File: src/hdl/conv_pad_pkg.sv
/* shared widths and types of the horizontal padding stage, kernel widths are odd and at most
   kernel_w_max, and the top must be built with KERNEL_W_MAX and DATA_WIDTH equal to these */
package conv_pad_pkg;

    parameter int kernel_w_max   = 7;                       // widest odd kernel, also the datapath count
    parameter int kw2_max        = kernel_w_max / 2;        // depth of the column shift registers
    parameter int kernel_w_width = $clog2(kernel_w_max + 1); // holds kernel width minus one
    parameter int data_width     = 16;                      // one partial sum
    parameter int col_width      = 10;                      // column and channel counters

    // side-band bits that ride along with every beat
    typedef struct packed {
        logic is_cols_1_k2; // beat belongs to column cols_1 - k2
        logic is_1x1;       // kernel is a single column, nothing is padded
    } pad_user_t;

    typedef logic [data_width-1:0] psum_t; // one partial sum of one datapath

    // kernel width minus one in, lookup index (k2 - 1) out
    // 3 -> 0, 5 -> 1, 7 -> 2, a 1x1 kernel wraps to all ones and selects no table row
    function automatic logic [kernel_w_width-1:0] kw2_index(
        input logic [kernel_w_width-1:0] kw_1
    );
        logic [kernel_w_width-1:0] half;
        half = kw_1 >> 1;                       // k2, since kw - 1 = 2 * k2
        return half - kernel_w_width'(1);
    endfunction

endpackage

File: src/hdl/skew_bus_if.sv
/* per-datapath beat after the skew lines, entry i is the beat as datapath i sees it */
`timescale 1ns/1ns

interface skew_bus_if #(
    parameter int KERNEL_W_MAX = conv_pad_pkg::kernel_w_max
) ();
    import conv_pad_pkg::*;

    logic      valid [KERNEL_W_MAX-1:0]; // beat present on this datapath
    logic      last  [KERNEL_W_MAX-1:0]; // valid beat that closes a column
    pad_user_t user  [KERNEL_W_MAX-1:0]; // side-band bits built by the column tracker
    psum_t     data  [KERNEL_W_MAX-1:0]; // partial sum of this datapath

    // driven by the two skew lines
    modport source (
        output valid,
        output last,
        output user,
        output data
    );

    // read by the mask logic and the output register
    modport sink (
        input valid,
        input last,
        input user,
        input data
    );

endinterface

File: src/hdl/col_tracker.sv
/* counts channels and columns of the incoming beats, start is taken only while aclken is high
   and should come before the first beat of an image, cols_1 should be at least k2 */
`timescale 1ns/1ns

module col_tracker (
    input  logic                                     aclk,
    input  logic                                     aclken,
    input  logic                                     rst_n,
    input  logic                                     start,
    input  logic [conv_pad_pkg::col_width-1:0]       cols_1,
    input  logic [conv_pad_pkg::col_width-1:0]       chans_1,
    input  logic [conv_pad_pkg::kernel_w_width-1:0]  kernel_w_1,
    input  logic                                     s_valid,
    output logic                                     out_last,
    output conv_pad_pkg::pad_user_t                  out_user
);
    import conv_pad_pkg::*;

    logic [col_width-1:0] cols_1_reg;   // last column index of the image
    logic [col_width-1:0] chans_1_reg;  // last channel index of a column
    logic [col_width-1:0] col_k2_reg;   // column at which the end-of-image marker is raised
    logic                 is_1x1_reg;   // kernel width one, latched at start
    logic [col_width-1:0] col_cnt;      // column of the current beat
    logic [col_width-1:0] chan_cnt;     // channel of the current beat
    logic                 chan_wrap;    // current beat is the final channel
    logic                 col_wrap;     // current column is the final column

    assign chan_wrap = (chan_cnt == chans_1_reg);
    assign col_wrap  = (col_cnt == cols_1_reg);

    always_ff @(posedge aclk or negedge rst_n) begin
        if (!rst_n) begin
            cols_1_reg  <= '0;
            chans_1_reg <= '0;
            col_k2_reg  <= '0;
            is_1x1_reg  <= 1'b0;
            col_cnt     <= '0;
            chan_cnt    <= '0;
        end else if (aclken) begin
            if (start) begin
                cols_1_reg  <= cols_1;
                chans_1_reg <= chans_1;
                col_k2_reg  <= cols_1 - col_width'(kernel_w_1 >> 1); // cols_1 - k2
                is_1x1_reg  <= (kernel_w_1 == '0);
                col_cnt     <= '0;          // a new image always opens on column zero
                chan_cnt    <= '0;
            end else if (s_valid) begin
                if (chan_wrap) begin
                    chan_cnt <= '0;
                    col_cnt  <= col_wrap ? '0 : col_cnt + col_width'(1); // wraps into next image
                end else begin
                    chan_cnt <= chan_cnt + col_width'(1);
                end
            end
        end
    end

    // combinational so the beat, its last flag and its user bits stay aligned on tap 0
    assign out_last              = s_valid & chan_wrap;
    assign out_user.is_cols_1_k2 = (col_cnt == col_k2_reg);
    assign out_user.is_1x1       = is_1x1_reg;

endmodule

File: src/hdl/mask_apply.sv
/* output register of the padding stage, sums outside the full mask leave as zero and the
   two masks are only raised on valid beats */
`timescale 1ns/1ns

module mask_apply #(
    parameter int KERNEL_W_MAX = conv_pad_pkg::kernel_w_max
) (
    input  logic                aclk,
    input  logic                aclken,
    input  logic                rst_n,
    skew_bus_if.sink            bus,
    input  logic                mask_full    [KERNEL_W_MAX-1:0],
    input  logic                mask_partial [KERNEL_W_MAX-1:1],
    output logic                m_valid      [KERNEL_W_MAX-1:0],
    output conv_pad_pkg::psum_t m_data       [KERNEL_W_MAX-1:0],
    output logic                m_full       [KERNEL_W_MAX-1:0],
    output logic                m_partial    [KERNEL_W_MAX-1:1]
);
    import conv_pad_pkg::*;

    always_ff @(posedge aclk or negedge rst_n) begin
        if (!rst_n) begin
            for (int i = 0; i < KERNEL_W_MAX; i++) begin
                m_valid[i] <= 1'b0;
                m_full[i]  <= 1'b0;
            end
            for (int i = 1; i < KERNEL_W_MAX; i++) begin
                m_partial[i] <= 1'b0;
            end
        end else if (aclken) begin
            for (int i = 0; i < KERNEL_W_MAX; i++) begin
                m_valid[i] <= bus.valid[i];
                m_full[i]  <= bus.valid[i] & mask_full[i];  // idle cycles report no mask
            end
            for (int i = 1; i < KERNEL_W_MAX; i++) begin
                m_partial[i] <= bus.valid[i] & mask_partial[i];
            end
        end
    end

    // data path, m_valid tells when it is meaningful
    always_ff @(posedge aclk) begin
        if (aclken) begin
            for (int i = 0; i < KERNEL_W_MAX; i++) begin
                m_data[i] <= mask_full[i] ? bus.data[i] : psum_t'(0); // padding reads as zero
            end
        end
    end

endmodule

File: src/hdl/pad_filter.sv
/* full and partial padding masks for every datapath, the kernel width is latched at start and
   start also rearms the column state so the first k2 columns of the next image are blocked */
`timescale 1ns/1ns

module pad_filter #(
    parameter int KERNEL_W_MAX = conv_pad_pkg::kernel_w_max,
    parameter int DATA_WIDTH   = conv_pad_pkg::data_width
) (
    input  logic                                    aclk,
    input  logic                                    aclken,
    input  logic                                    rst_n,
    input  logic                                    start,
    input  logic [conv_pad_pkg::kernel_w_width-1:0] kernel_w_1,
    skew_bus_if.sink                                bus,
    output logic                                    mask_full    [KERNEL_W_MAX-1:0],
    output logic                                    mask_partial [KERNEL_W_MAX-1:1]
);
    import conv_pad_pkg::*;

    localparam int SEL_W = (kw2_max > 1) ? $clog2(kw2_max) : 1; // width of a table row index

    // the column registers are sized from the package, so the top must agree with it
    if (KERNEL_W_MAX / 2 != kw2_max || DATA_WIDTH != data_width) begin : g_param_check
        $error("pad_filter parameters differ from conv_pad_pkg");
    end

    logic [kernel_w_width-1:0] kw2_reg;   // k2 - 1 of the running kernel, 1 after reset
    logic [SEL_W-1:0]          kw_sel;    // row of the lookup tables in use
    logic [kw2_max-1:0]        col_end   [KERNEL_W_MAX-1:0]; // marker walking towards the last column
    logic [kw2_max-1:0]        col_start [KERNEL_W_MAX-1:0]; // marker walking through the first columns
    logic                      lut_allow_full   [KERNEL_W_MAX-1:0][kw2_max-1:0];
    logic                      lut_stop_partial [KERNEL_W_MAX-1:1][kw2_max-1:0];

    always_ff @(posedge aclk or negedge rst_n) begin
        if (!rst_n) begin
            kw2_reg <= kernel_w_width'(1);
        end else if (aclken && start) begin
            kw2_reg <= kw2_index(kernel_w_1);
        end
    end

    // a 1x1 kernel has no row of its own, row 0 stands in and is_1x1 overrides the result
    assign kw_sel = (kw2_reg < kernel_w_width'(kw2_max)) ? SEL_W'(kw2_reg) : '0;

    /* for kernel 5 the end marker enters on column cols_1-2, sits in bit 1 on the last column,
       then moves into col_start bit 0 for column 0 and bit 1 for column 1 */
    always_ff @(posedge aclk or negedge rst_n) begin
        if (!rst_n) begin
            for (int i = 0; i < KERNEL_W_MAX; i++) begin
                col_end[i]   <= '0;
                col_start[i] <= '0;
            end
        end else if (aclken) begin
            for (int i = 0; i < KERNEL_W_MAX; i++) begin
                if (start) begin
                    col_end[i]   <= '0;
                    col_start[i] <= kw2_max'(1);  // as if a last column had just closed
                end else if (bus.last[i]) begin
                    col_end[i]   <= (col_end[i] << 1)
                                  | kw2_max'(bus.user[i].is_cols_1_k2);
                    col_start[i] <= (col_start[i] << 1)
                                  | kw2_max'(col_end[i][kw_sel]); // leaves at the last column
                end
            end
        end
    end

    // full mask, one table row per odd kernel, row r is kernel 2r+3
    for (genvar i = 0; i < KERNEL_W_MAX; i++) begin : g_full_dp
        for (genvar r = 0; r < kw2_max; r++) begin : g_full_kw
            localparam bit FULL_DP  = (i == 2 * (r + 1));   // datapath kw-1 holds a whole window
            localparam bit UNUSED   = (i > 2 * (r + 1));    // beyond the kernel, never valid
            localparam bit PARTIAL  = (i > r);              // at least k2 columns summed in

            logic start_cols;                               // within the first k2 columns
            logic last_col;                                 // on the last column of the image

            assign start_cols = |col_start[i][r:0];
            assign last_col   = col_end[i][r];

            assign lut_allow_full[i][r] = (FULL_DP & ~start_cols)
                                        | (last_col & PARTIAL & ~UNUSED);
        end

        assign mask_full[i] = bus.user[i].is_1x1 | lut_allow_full[i][kw_sel];
    end

    // partial mask, datapath 0 never carries a partial window so the table starts at 1
    for (genvar i = 1; i < KERNEL_W_MAX; i++) begin : g_part_dp
        for (genvar r = 0; r < kw2_max; r++) begin : g_part_kw
            if (r < i - 1) begin : g_always_stop
                assign lut_stop_partial[i][r] = 1'b1;   // above the blocking triangle
            end else begin : g_triangle
                // stop once the end marker has reached bits i-1 .. k2-1
                assign lut_stop_partial[i][r] = |col_end[i][r:i-1];
            end
        end

        assign mask_partial[i] = ~bus.user[i].is_1x1 & ~lut_stop_partial[i][kw_sel];
    end

endmodule

File: src/hdl/pad_mask_top.sv
/* horizontal zero padding for same-size convolution, no back-pressure, aclken freezes the whole
   stage, datapath i of the outputs follows the input beat by i+1 enabled cycles */
`timescale 1ns/1ns

module pad_mask_top #(
    parameter int KERNEL_W_MAX = conv_pad_pkg::kernel_w_max,
    parameter int DATA_WIDTH   = conv_pad_pkg::data_width
) (
    input  logic                                    aclk,
    input  logic                                    aclken,
    input  logic                                    rst_n,
    input  logic                                    start,
    input  logic [conv_pad_pkg::kernel_w_width-1:0] kernel_w_1,
    input  logic [conv_pad_pkg::col_width-1:0]      cols_1,
    input  logic [conv_pad_pkg::col_width-1:0]      chans_1,
    input  logic                                    s_valid,
    input  conv_pad_pkg::psum_t                     s_data    [KERNEL_W_MAX-1:0],
    output logic                                    m_valid   [KERNEL_W_MAX-1:0],
    output conv_pad_pkg::psum_t                     m_data    [KERNEL_W_MAX-1:0],
    output logic                                    m_full    [KERNEL_W_MAX-1:0],
    output logic                                    m_partial [KERNEL_W_MAX-1:1]
);
    import conv_pad_pkg::*;

    // control that travels through the skew next to the sums
    typedef struct packed {
        logic      valid;
        logic      last;
        pad_user_t user;
    } ctl_beat_t;

    typedef psum_t [KERNEL_W_MAX-1:0] psum_vec_t; // all sums of one beat

    logic      trk_last;                            // final channel strobe from the tracker
    pad_user_t trk_user;                            // user bits of the current beat
    ctl_beat_t ctl_d;
    ctl_beat_t ctl_q        [KERNEL_W_MAX-1:0];
    psum_vec_t data_d;
    psum_vec_t data_q       [KERNEL_W_MAX-1:0];     // datapath i keeps only lane i of its tap
    logic      mask_full    [KERNEL_W_MAX-1:0];
    logic      mask_partial [KERNEL_W_MAX-1:1];

    skew_bus_if #(.KERNEL_W_MAX(KERNEL_W_MAX)) bus ();

    col_tracker u_col_tracker (
        .aclk(aclk), .aclken(aclken), .rst_n(rst_n), .start(start),
        .cols_1(cols_1), .chans_1(chans_1), .kernel_w_1(kernel_w_1),
        .s_valid(s_valid), .out_last(trk_last), .out_user(trk_user)
    );

    assign ctl_d.valid = s_valid;
    assign ctl_d.last  = trk_last;
    assign ctl_d.user  = trk_user;

    skew_line #(.T(ctl_beat_t), .KERNEL_W_MAX(KERNEL_W_MAX)) u_skew_ctl (
        .aclk(aclk), .aclken(aclken), .rst_n(rst_n), .d(ctl_d), .q(ctl_q)
    );

    skew_line #(.T(psum_vec_t), .KERNEL_W_MAX(KERNEL_W_MAX)) u_skew_data (
        .aclk(aclk), .aclken(aclken), .rst_n(rst_n), .d(data_d), .q(data_q)
    );

    for (genvar i = 0; i < KERNEL_W_MAX; i++) begin : g_bus
        assign data_d[i]     = s_data[i];
        assign bus.valid[i]  = ctl_q[i].valid;
        assign bus.last[i]   = ctl_q[i].last;
        assign bus.user[i]   = ctl_q[i].user;
        assign bus.data[i]   = data_q[i][i];    // lane i delayed by i beats
    end

    pad_filter #(.KERNEL_W_MAX(KERNEL_W_MAX), .DATA_WIDTH(DATA_WIDTH)) u_pad_filter (
        .aclk(aclk), .aclken(aclken), .rst_n(rst_n), .start(start),
        .kernel_w_1(kernel_w_1), .bus(bus),
        .mask_full(mask_full), .mask_partial(mask_partial)
    );

    mask_apply #(.KERNEL_W_MAX(KERNEL_W_MAX)) u_mask_apply (
        .aclk(aclk), .aclken(aclken), .rst_n(rst_n), .bus(bus),
        .mask_full(mask_full), .mask_partial(mask_partial),
        .m_valid(m_valid), .m_data(m_data), .m_full(m_full), .m_partial(m_partial)
    );

endmodule

File: src/hdl/skew_line.sv
/* staggered delay line, tap i holds the input delayed by i enabled cycles and tap 0 is the
   input itself, every stage holds while aclken is low */
`timescale 1ns/1ns

module skew_line #(
    parameter type T            = logic,
    parameter int  KERNEL_W_MAX = 7
) (
    input  logic aclk,
    input  logic aclken,
    input  logic rst_n,
    input  T     d,
    output T     q [KERNEL_W_MAX-1:0]
);

    T stage [KERNEL_W_MAX-1:1]; // stage k is k enabled cycles behind d

    always_ff @(posedge aclk or negedge rst_n) begin
        if (!rst_n) begin
            for (int k = 1; k < KERNEL_W_MAX; k++) begin
                stage[k] <= '0;                 // clears the valid bits riding in T
            end
        end else if (aclken) begin
            stage[1] <= d;
            for (int k = 2; k < KERNEL_W_MAX; k++) begin
                stage[k] <= stage[k-1];         // one more beat of skew per datapath
            end
        end
    end

    assign q[0] = d; // datapath 0 sees the beat with no delay

    for (genvar i = 1; i < KERNEL_W_MAX; i++) begin : g_tap
        assign q[i] = stage[i];
    end

endmodule

File: config.mk
export PLATFORM = sky130hd
export DESIGN_NAME = pad_mask_top
export DESIGN_NICKNAME = d
export VERILOG_FILES = /design/src/hdl/conv_pad_pkg.sv /design/src/hdl/skew_bus_if.sv /design/src/hdl/col_tracker.sv /design/src/hdl/mask_apply.sv /design/src/hdl/pad_filter.sv /design/src/hdl/pad_mask_top.sv /design/src/hdl/skew_line.sv
export SDC_FILE = /design/constraint.sdc
export NUM_CORES = 1
export LEC_CHECK = 0
export BUFFER_PORTS_ARGS = -buffer_cell sky130_fd_sc_hd__buf_2
export CAP_MARGIN = 10
export CORE_ASPECT_RATIO = 0.6
export CORE_MARGIN = 2
export CORE_UTILIZATION = 55
export DETAILED_ROUTE_END_ITERATION = 16
export GPL_TIMING_DRIVEN = 0
export PLACE_DENSITY = 0.76
export SKIP_LAST_GASP = 1
export SYNTH_ARGS = -nofsm -noshare
export SYNTH_HDL_FRONTEND = slang
export SYNTH_SLANG_ARGS = --single-unit
File: constraint.sdc
create_clock -name aclk -period 2.6 [get_ports aclk]
set_clock_uncertainty 0.2 [all_clocks]
set_input_delay 0.65 -clock aclk [delete_from_list [all_inputs] [get_ports aclk]]
set_output_delay 0.65 -clock aclk [all_outputs]
set_load 0.05 [all_outputs]
# Word-level counts from Yosys, hierarchy flattened
# Cells that the tools add are included.
# Widths: inputs -> output; s select.
[totals] regBits=564 input_bits=140 output_inout_bits=132 elab_cells=221
[op_classes] addsub=4 n_lt_le_gt_ge=2 n_eq_ne=3 n_mux=54 bitwise=52 n_reduce_logical=24
[op_table] operator="$mux 10" count=7
[op_table] operator="$mux 3" count=14
[op_table] operator="$eq 10x10->1" count=3
[op_table] operator="$bmux 1 s2" count=14
[op_table] operator="$or 3x1->3" count=7
[op_table] operator="$add 10x1->10 const B" count=2
[op_table] operator="$and 1x1->1" count=20
[op_table] operator="$mux 1" count=16
[op_table] operator="$reduce_and 2->1" count=8
[op_table] operator="$reduce_bool 2->1" count=8
[op_table] operator="$not 1->1" count=13
[op_table] operator="$or 1x1->1" count=10
[op_table] operator="$sub 10x2->10" count=1
[op_table] operator="$mux 2" count=3
[op_table] operator="$reduce_or 2->1" count=3
[op_table] operator="$reduce_or 3->1" count=2
[op_table] operator="$logic_not 3->1" count=1
[op_table] operator="$lt 2x3->1 const B" count=1
[op_table] operator="$lt 3x2->1 const B" count=1
[op_table] operator="$reduce_and 3->1" count=1
[op_table] operator="$sub 2x1->3 const B" count=1
[op_table] operator="$or 2x1->2" count=1
[op_table] operator="$logic_and 1x1->1" count=1
[op_table] operator="$or 1x1->1 const A" count=1

# Logic depth before layout (Yosys ltp)
[depth] depth_word=7 depth_mapped=7 ltp_nobuf=7

# Hierarchy
# From an unflattened synthesis, not the netlist that was laid out.
[unflattened] cells_unflattened=2332 area_unflattened_um2=36465.0
[by_module_without_submodules] mod="skew_line (u_skew_data)" instances=1 cells_per_inst=1531 area_each_um2=26087.5 seq_area_each_um2=16816.1
[by_module_without_submodules] mod="mask_apply" instances=1 cells_per_inst=301 area_each_um2=4904.7 seq_area_each_um2=3863.7
[by_module_without_submodules] mod="col_tracker" instances=1 cells_per_inst=262 area_each_um2=2798.9 seq_area_each_um2=1276.2
[by_module_without_submodules] mod="pad_filter" instances=1 cells_per_inst=183 area_each_um2=1646.6 seq_area_each_um2=676.9
[by_module_without_submodules] mod="skew_line (u_skew_ctl)" instances=1 cells_per_inst=55 area_each_um2=1027.2 seq_area_each_um2=600.6

# Worst setup path after synthesis
# OpenSTA, ideal clock, no wires.
[synth_path] path_kind="input -> register" startpoint="input port aclken" endpoint="register u_skew_data.stage (netlist bit u_skew_data.q[128])" setup_time_ns=0.125 t_arrival_ns=1.896 required_ns=2.275 path_slack_ns=0.379 path_stages=5 n_path_buf=4 cell_sequence="clkbuf_1 > clkbuf_1 > clkbuf_1 > buf_2 > mux2_2"
[synth_rtl] item="start: declaration" line="pad_mask_top.sv:10" text="input logic aclken,"
[synth_rtl] item="end signal: indexed assignment" line="skew_line.sv:26" text="stage[k] <= stage[k-1];"
[synth_rtl] item="end: declaration" line="skew_line.sv:16" text="T stage [KERNEL_W_MAX-1:1];"
# No word-level cell between the ends.

# Worst setup path after layout
[layout_path] startpoint="input port aclken" endpoint="register u_pad_filter.col_end[15] (netlist name)"
[layout_via] elab_chain_len=1
[layout_lines] item="$reduce_and 2->1 (no source line)"
[layout_lines] item="end signal: indexed assignment" line="pad_filter.sv:59" text="col_end[i] <= (col_end[i] << 1)"
[layout_lines] item="end: declaration" line="pad_filter.sv:29" text="logic [kw2_max-1:0] col_end [KERNEL_W_MAX-1:0];"
# No other way between the ends.
# A chain may end at the register's enable or synchronous reset.

==> run metrics <==
WP buf/inv 6; Final min period between 2 and 3 ns; input/output buffers 270; multi-input logic area 7110 sq um; Hold Path Class primary input to flip-flop; share of layout cells above drive strength 1 0.423; setup TNS 0 ns; Crit-path slowest cell clkbuf_1; most frequent cells in the layout dfrtp_1, mux2_2, buf_2; Syn Inst Count 1,491; clk slew on worst S/H paths 0.06 ns; drt first pass iters 5; CP Max Fanout 47; Synth-to-Final Area Change 17.3%; DP HPWL 32,600 um; root buffer cell clkbuf_16; Final Setup Violations 0; CTS Buf Count 50; max-cap violation count 0; Final ANT Viol Nets 0; Worst-Margin Slew about 0.74 ns; f_max ~0.39 GHz; initial core utilization 0.554; Vias 13,187; core area 40,200 sq um; clock tree from TritonCTS yes; Worst Setup End Kind flip-flop; Residual DRC 0; initial drt markers 859; Psw 5.80 mW; global-route wire length before repair 76,000 um; Post-Route WL 47,800 um; most common cell after layout, fill and taps aside dfrtp_1; routed len/inst roughly 20 um; status finished clean; number of global-route vias before repair 13,560; cell area after synthesis 22,300 sq um; crit-path cells buf_12, buf_16, clkbuf_1, inv_1, clkbuf_1, buf_1, o2bb2ai_1; FF+latch area approximately 15,000 sq um; Post-synth EDFFs 112; die span in x 264 um; overflow left after global routing 0; delay-heaviest family, CP buffers and inverters; # IOs 272; Netlist cell types 63; Final #Nets 1,966; Final Hold Fails 0; pwr/cell area 829 nW/um^2; vias per std cell approximately 5.5; Placement Setup Slack -1.61 ns; syn_area_per_cell 14.9 sq um; final-layout fill cell count 2,960; Internal Pwr Total about 16 mW; H-tree Lvls 2; sequential share of power 0.513; Mapped Nets between 1,500 and 2,000; Largest register FFs 336; initial antenna violation count 2; Top cell by count, worst path clkbuf_1; Die Y 160 um; Final Max Slew Viols 0; worst skew pair latency 0.57 ns; critical path arrival 2.84 ns; RD Place Congestion 0.846; Worst EP required about 2.9 ns; Clk pwr share 0.331; Crit Path Class primary input to flip-flop; crit start category primary input; sequential area share after synthesis 0.659; GRT Total Usage 0.229; delay of the slowest critical-path stage between 0.5 and 0.6 ns; yosys warns 0; #FFs+latches synth 564; # rows 57; largest net degree at the start of global routing 123; RSZ-0062 raised after global routing yes; hold_ws slightly above 0.07 ns; die area 42,100 sq um; CTS max path bufs 3; combinational share of power 0.156; Final WS setup 0.0361 ns; predominant post-synthesis flop cell dfrtp_1; fin crit share 0.986; CTS Sinks 564; Leak 11.5 nW; async set-reset flop share out of synthesis 0.801; peak supply drop around 0.41 mV; Sw Share 0.268; post-layout util 0.650; relative slew slack 0.504
[power by group through the flow]
stage,logic [mW],clock network [mW],registers (mW)
floorplan,1.78,0,11.7
global placement,3.25,0,11.2
detailed placement,3.37,0,11.3
CTS,3.41,7.31,11.1
global route,3.63,7.68,11.3
finish,3.37,7.15,11.1
[what timing repair did]
action / 4_1_cts / 5_1_grt
pin swaps: 0 / 1
gates resized for setup: 24 / 17
hold buffers: 1 / 0
buffers inserted: 0 / 1
cloned: 1 / 0
endpoints found under the setup margin: 466 / 428
endpoints found under the hold margin: 57 / 0
[layer usage]
layer,share of wire,track usage,vias up,wire (um)
met5,0,0,-,0
li1,-,-,5933,-
met1,0.47,0.343,6799,22300
met2,0.46,0.352,374,21800
met3,0.055,0.0401,81,2640
met4,0.022,0.0595,0,1070
[cell families after synthesis]
kind of cell	count (synthesis)	share of synthesized area
flops	564	0.659
xor+xnor	44	0.0192
fa+ha+maj	6	0.00371
compound gates	129	0.0386
simple gates	264	0.0684
buf+inv	110	0.0219
mux	374	0.189
[per-stage QoR]
stage          instance area [sq um]  instances  power, mW
2_1_floorplan                  22300       1491       13.5
3_3_place_gp                   24300       2292       14.5
3_5_place_dp                   24400       2296       14.6
4_1_cts                        26100       2391       21.8
5_1_grt                        26100       2393       22.6
6_report                       26100       2394       21.6
[synth_stat cells (all sizes together), types with 3 or more instances]
cell type | instances | area (sq um)
a22oi | 9 | 67.6
mux2i | 5 | 50.1
and2 | 81 | 507
mux2 | 369 | 4160
a2bb2oi | 4 | 35.0
dfrtp | 451 | 11300
nor3 | 10 | 61.3
xor2 | 17 | 149
xnor2 | 27 | 278
nand3 | 23 | 115
inv | 29 | 109
o21bai | 3 | 22.5
and2b | 4 | 30.0
clkbuf | 35 | 131
o21ai | 38 | 190
edfxtp | 112 | 3360
a21oi | 22 | 110
o22a | 3 | 26.3
nor2 | 21 | 78.8
o22ai | 6 | 37.5
o2bb2ai | 18 | 158
nand2b | 3 | 18.8
a22o | 3 | 26.3
ha | 5 | 62.6
a211oi | 3 | 22.5
nor4b | 3 | 26.3
or4 | 3 | 26.3
nor2b | 42 | 263
nor4 | 6 | 52.6
nand4 | 3 | 40.0
buf | 46 | 246
a21o | 6 | 45.0
nand2 | 44 | 165
and3 | 15 | 95.1
[path summary, 6_finish.rpt]
kind | start | to | slack, ns | depth (start not counted)
worst max register to register | u_pad_filter.kw2_reg[1]$_DFFE_PN0P_ | u_mask_apply.m_data[101]$_SDFFCE_PN0P_ | 0.15 | 6
worst min register to register | u_mask_apply.m_valid[6]$_DFFE_PN0P_ | u_mask_apply.m_valid[6]$_DFFE_PN0P_ | 0.28 | 1
min in group asynchronous | rst_n | u_skew_data.q[136]$_DFFE_PN0P_ | 0.47 | 2
worst min-delay path | kernel_w_1[0] | u_col_tracker.is_1x1_reg$_DFFE_PN0P_ | 0.07 | 2
worst max-delay path | aclken | u_pad_filter.col_end[15]$_DFFE_PN0P_ | 0.04 | 7
max in group asynchronous | rst_n | u_skew_data.q[209]$_DFFE_PN0P_ | 0.28 | 4
[area by class of cell]
cell class / count / share of cell area
clock inverters: 16 / 0.00470
diodes: 2 / 0.000192
multi-input cells: 817 / 0.272
inverters: 29 / 0.00417
plain buffers: 81 / 0.0163
repair buffers: 277 / 0.0591
well taps: 531 / 0.0255
flip-flops and latches: 564 / 0.562
clock buffers: 77 / 0.0557
Power figures use the tool's default switching activity.
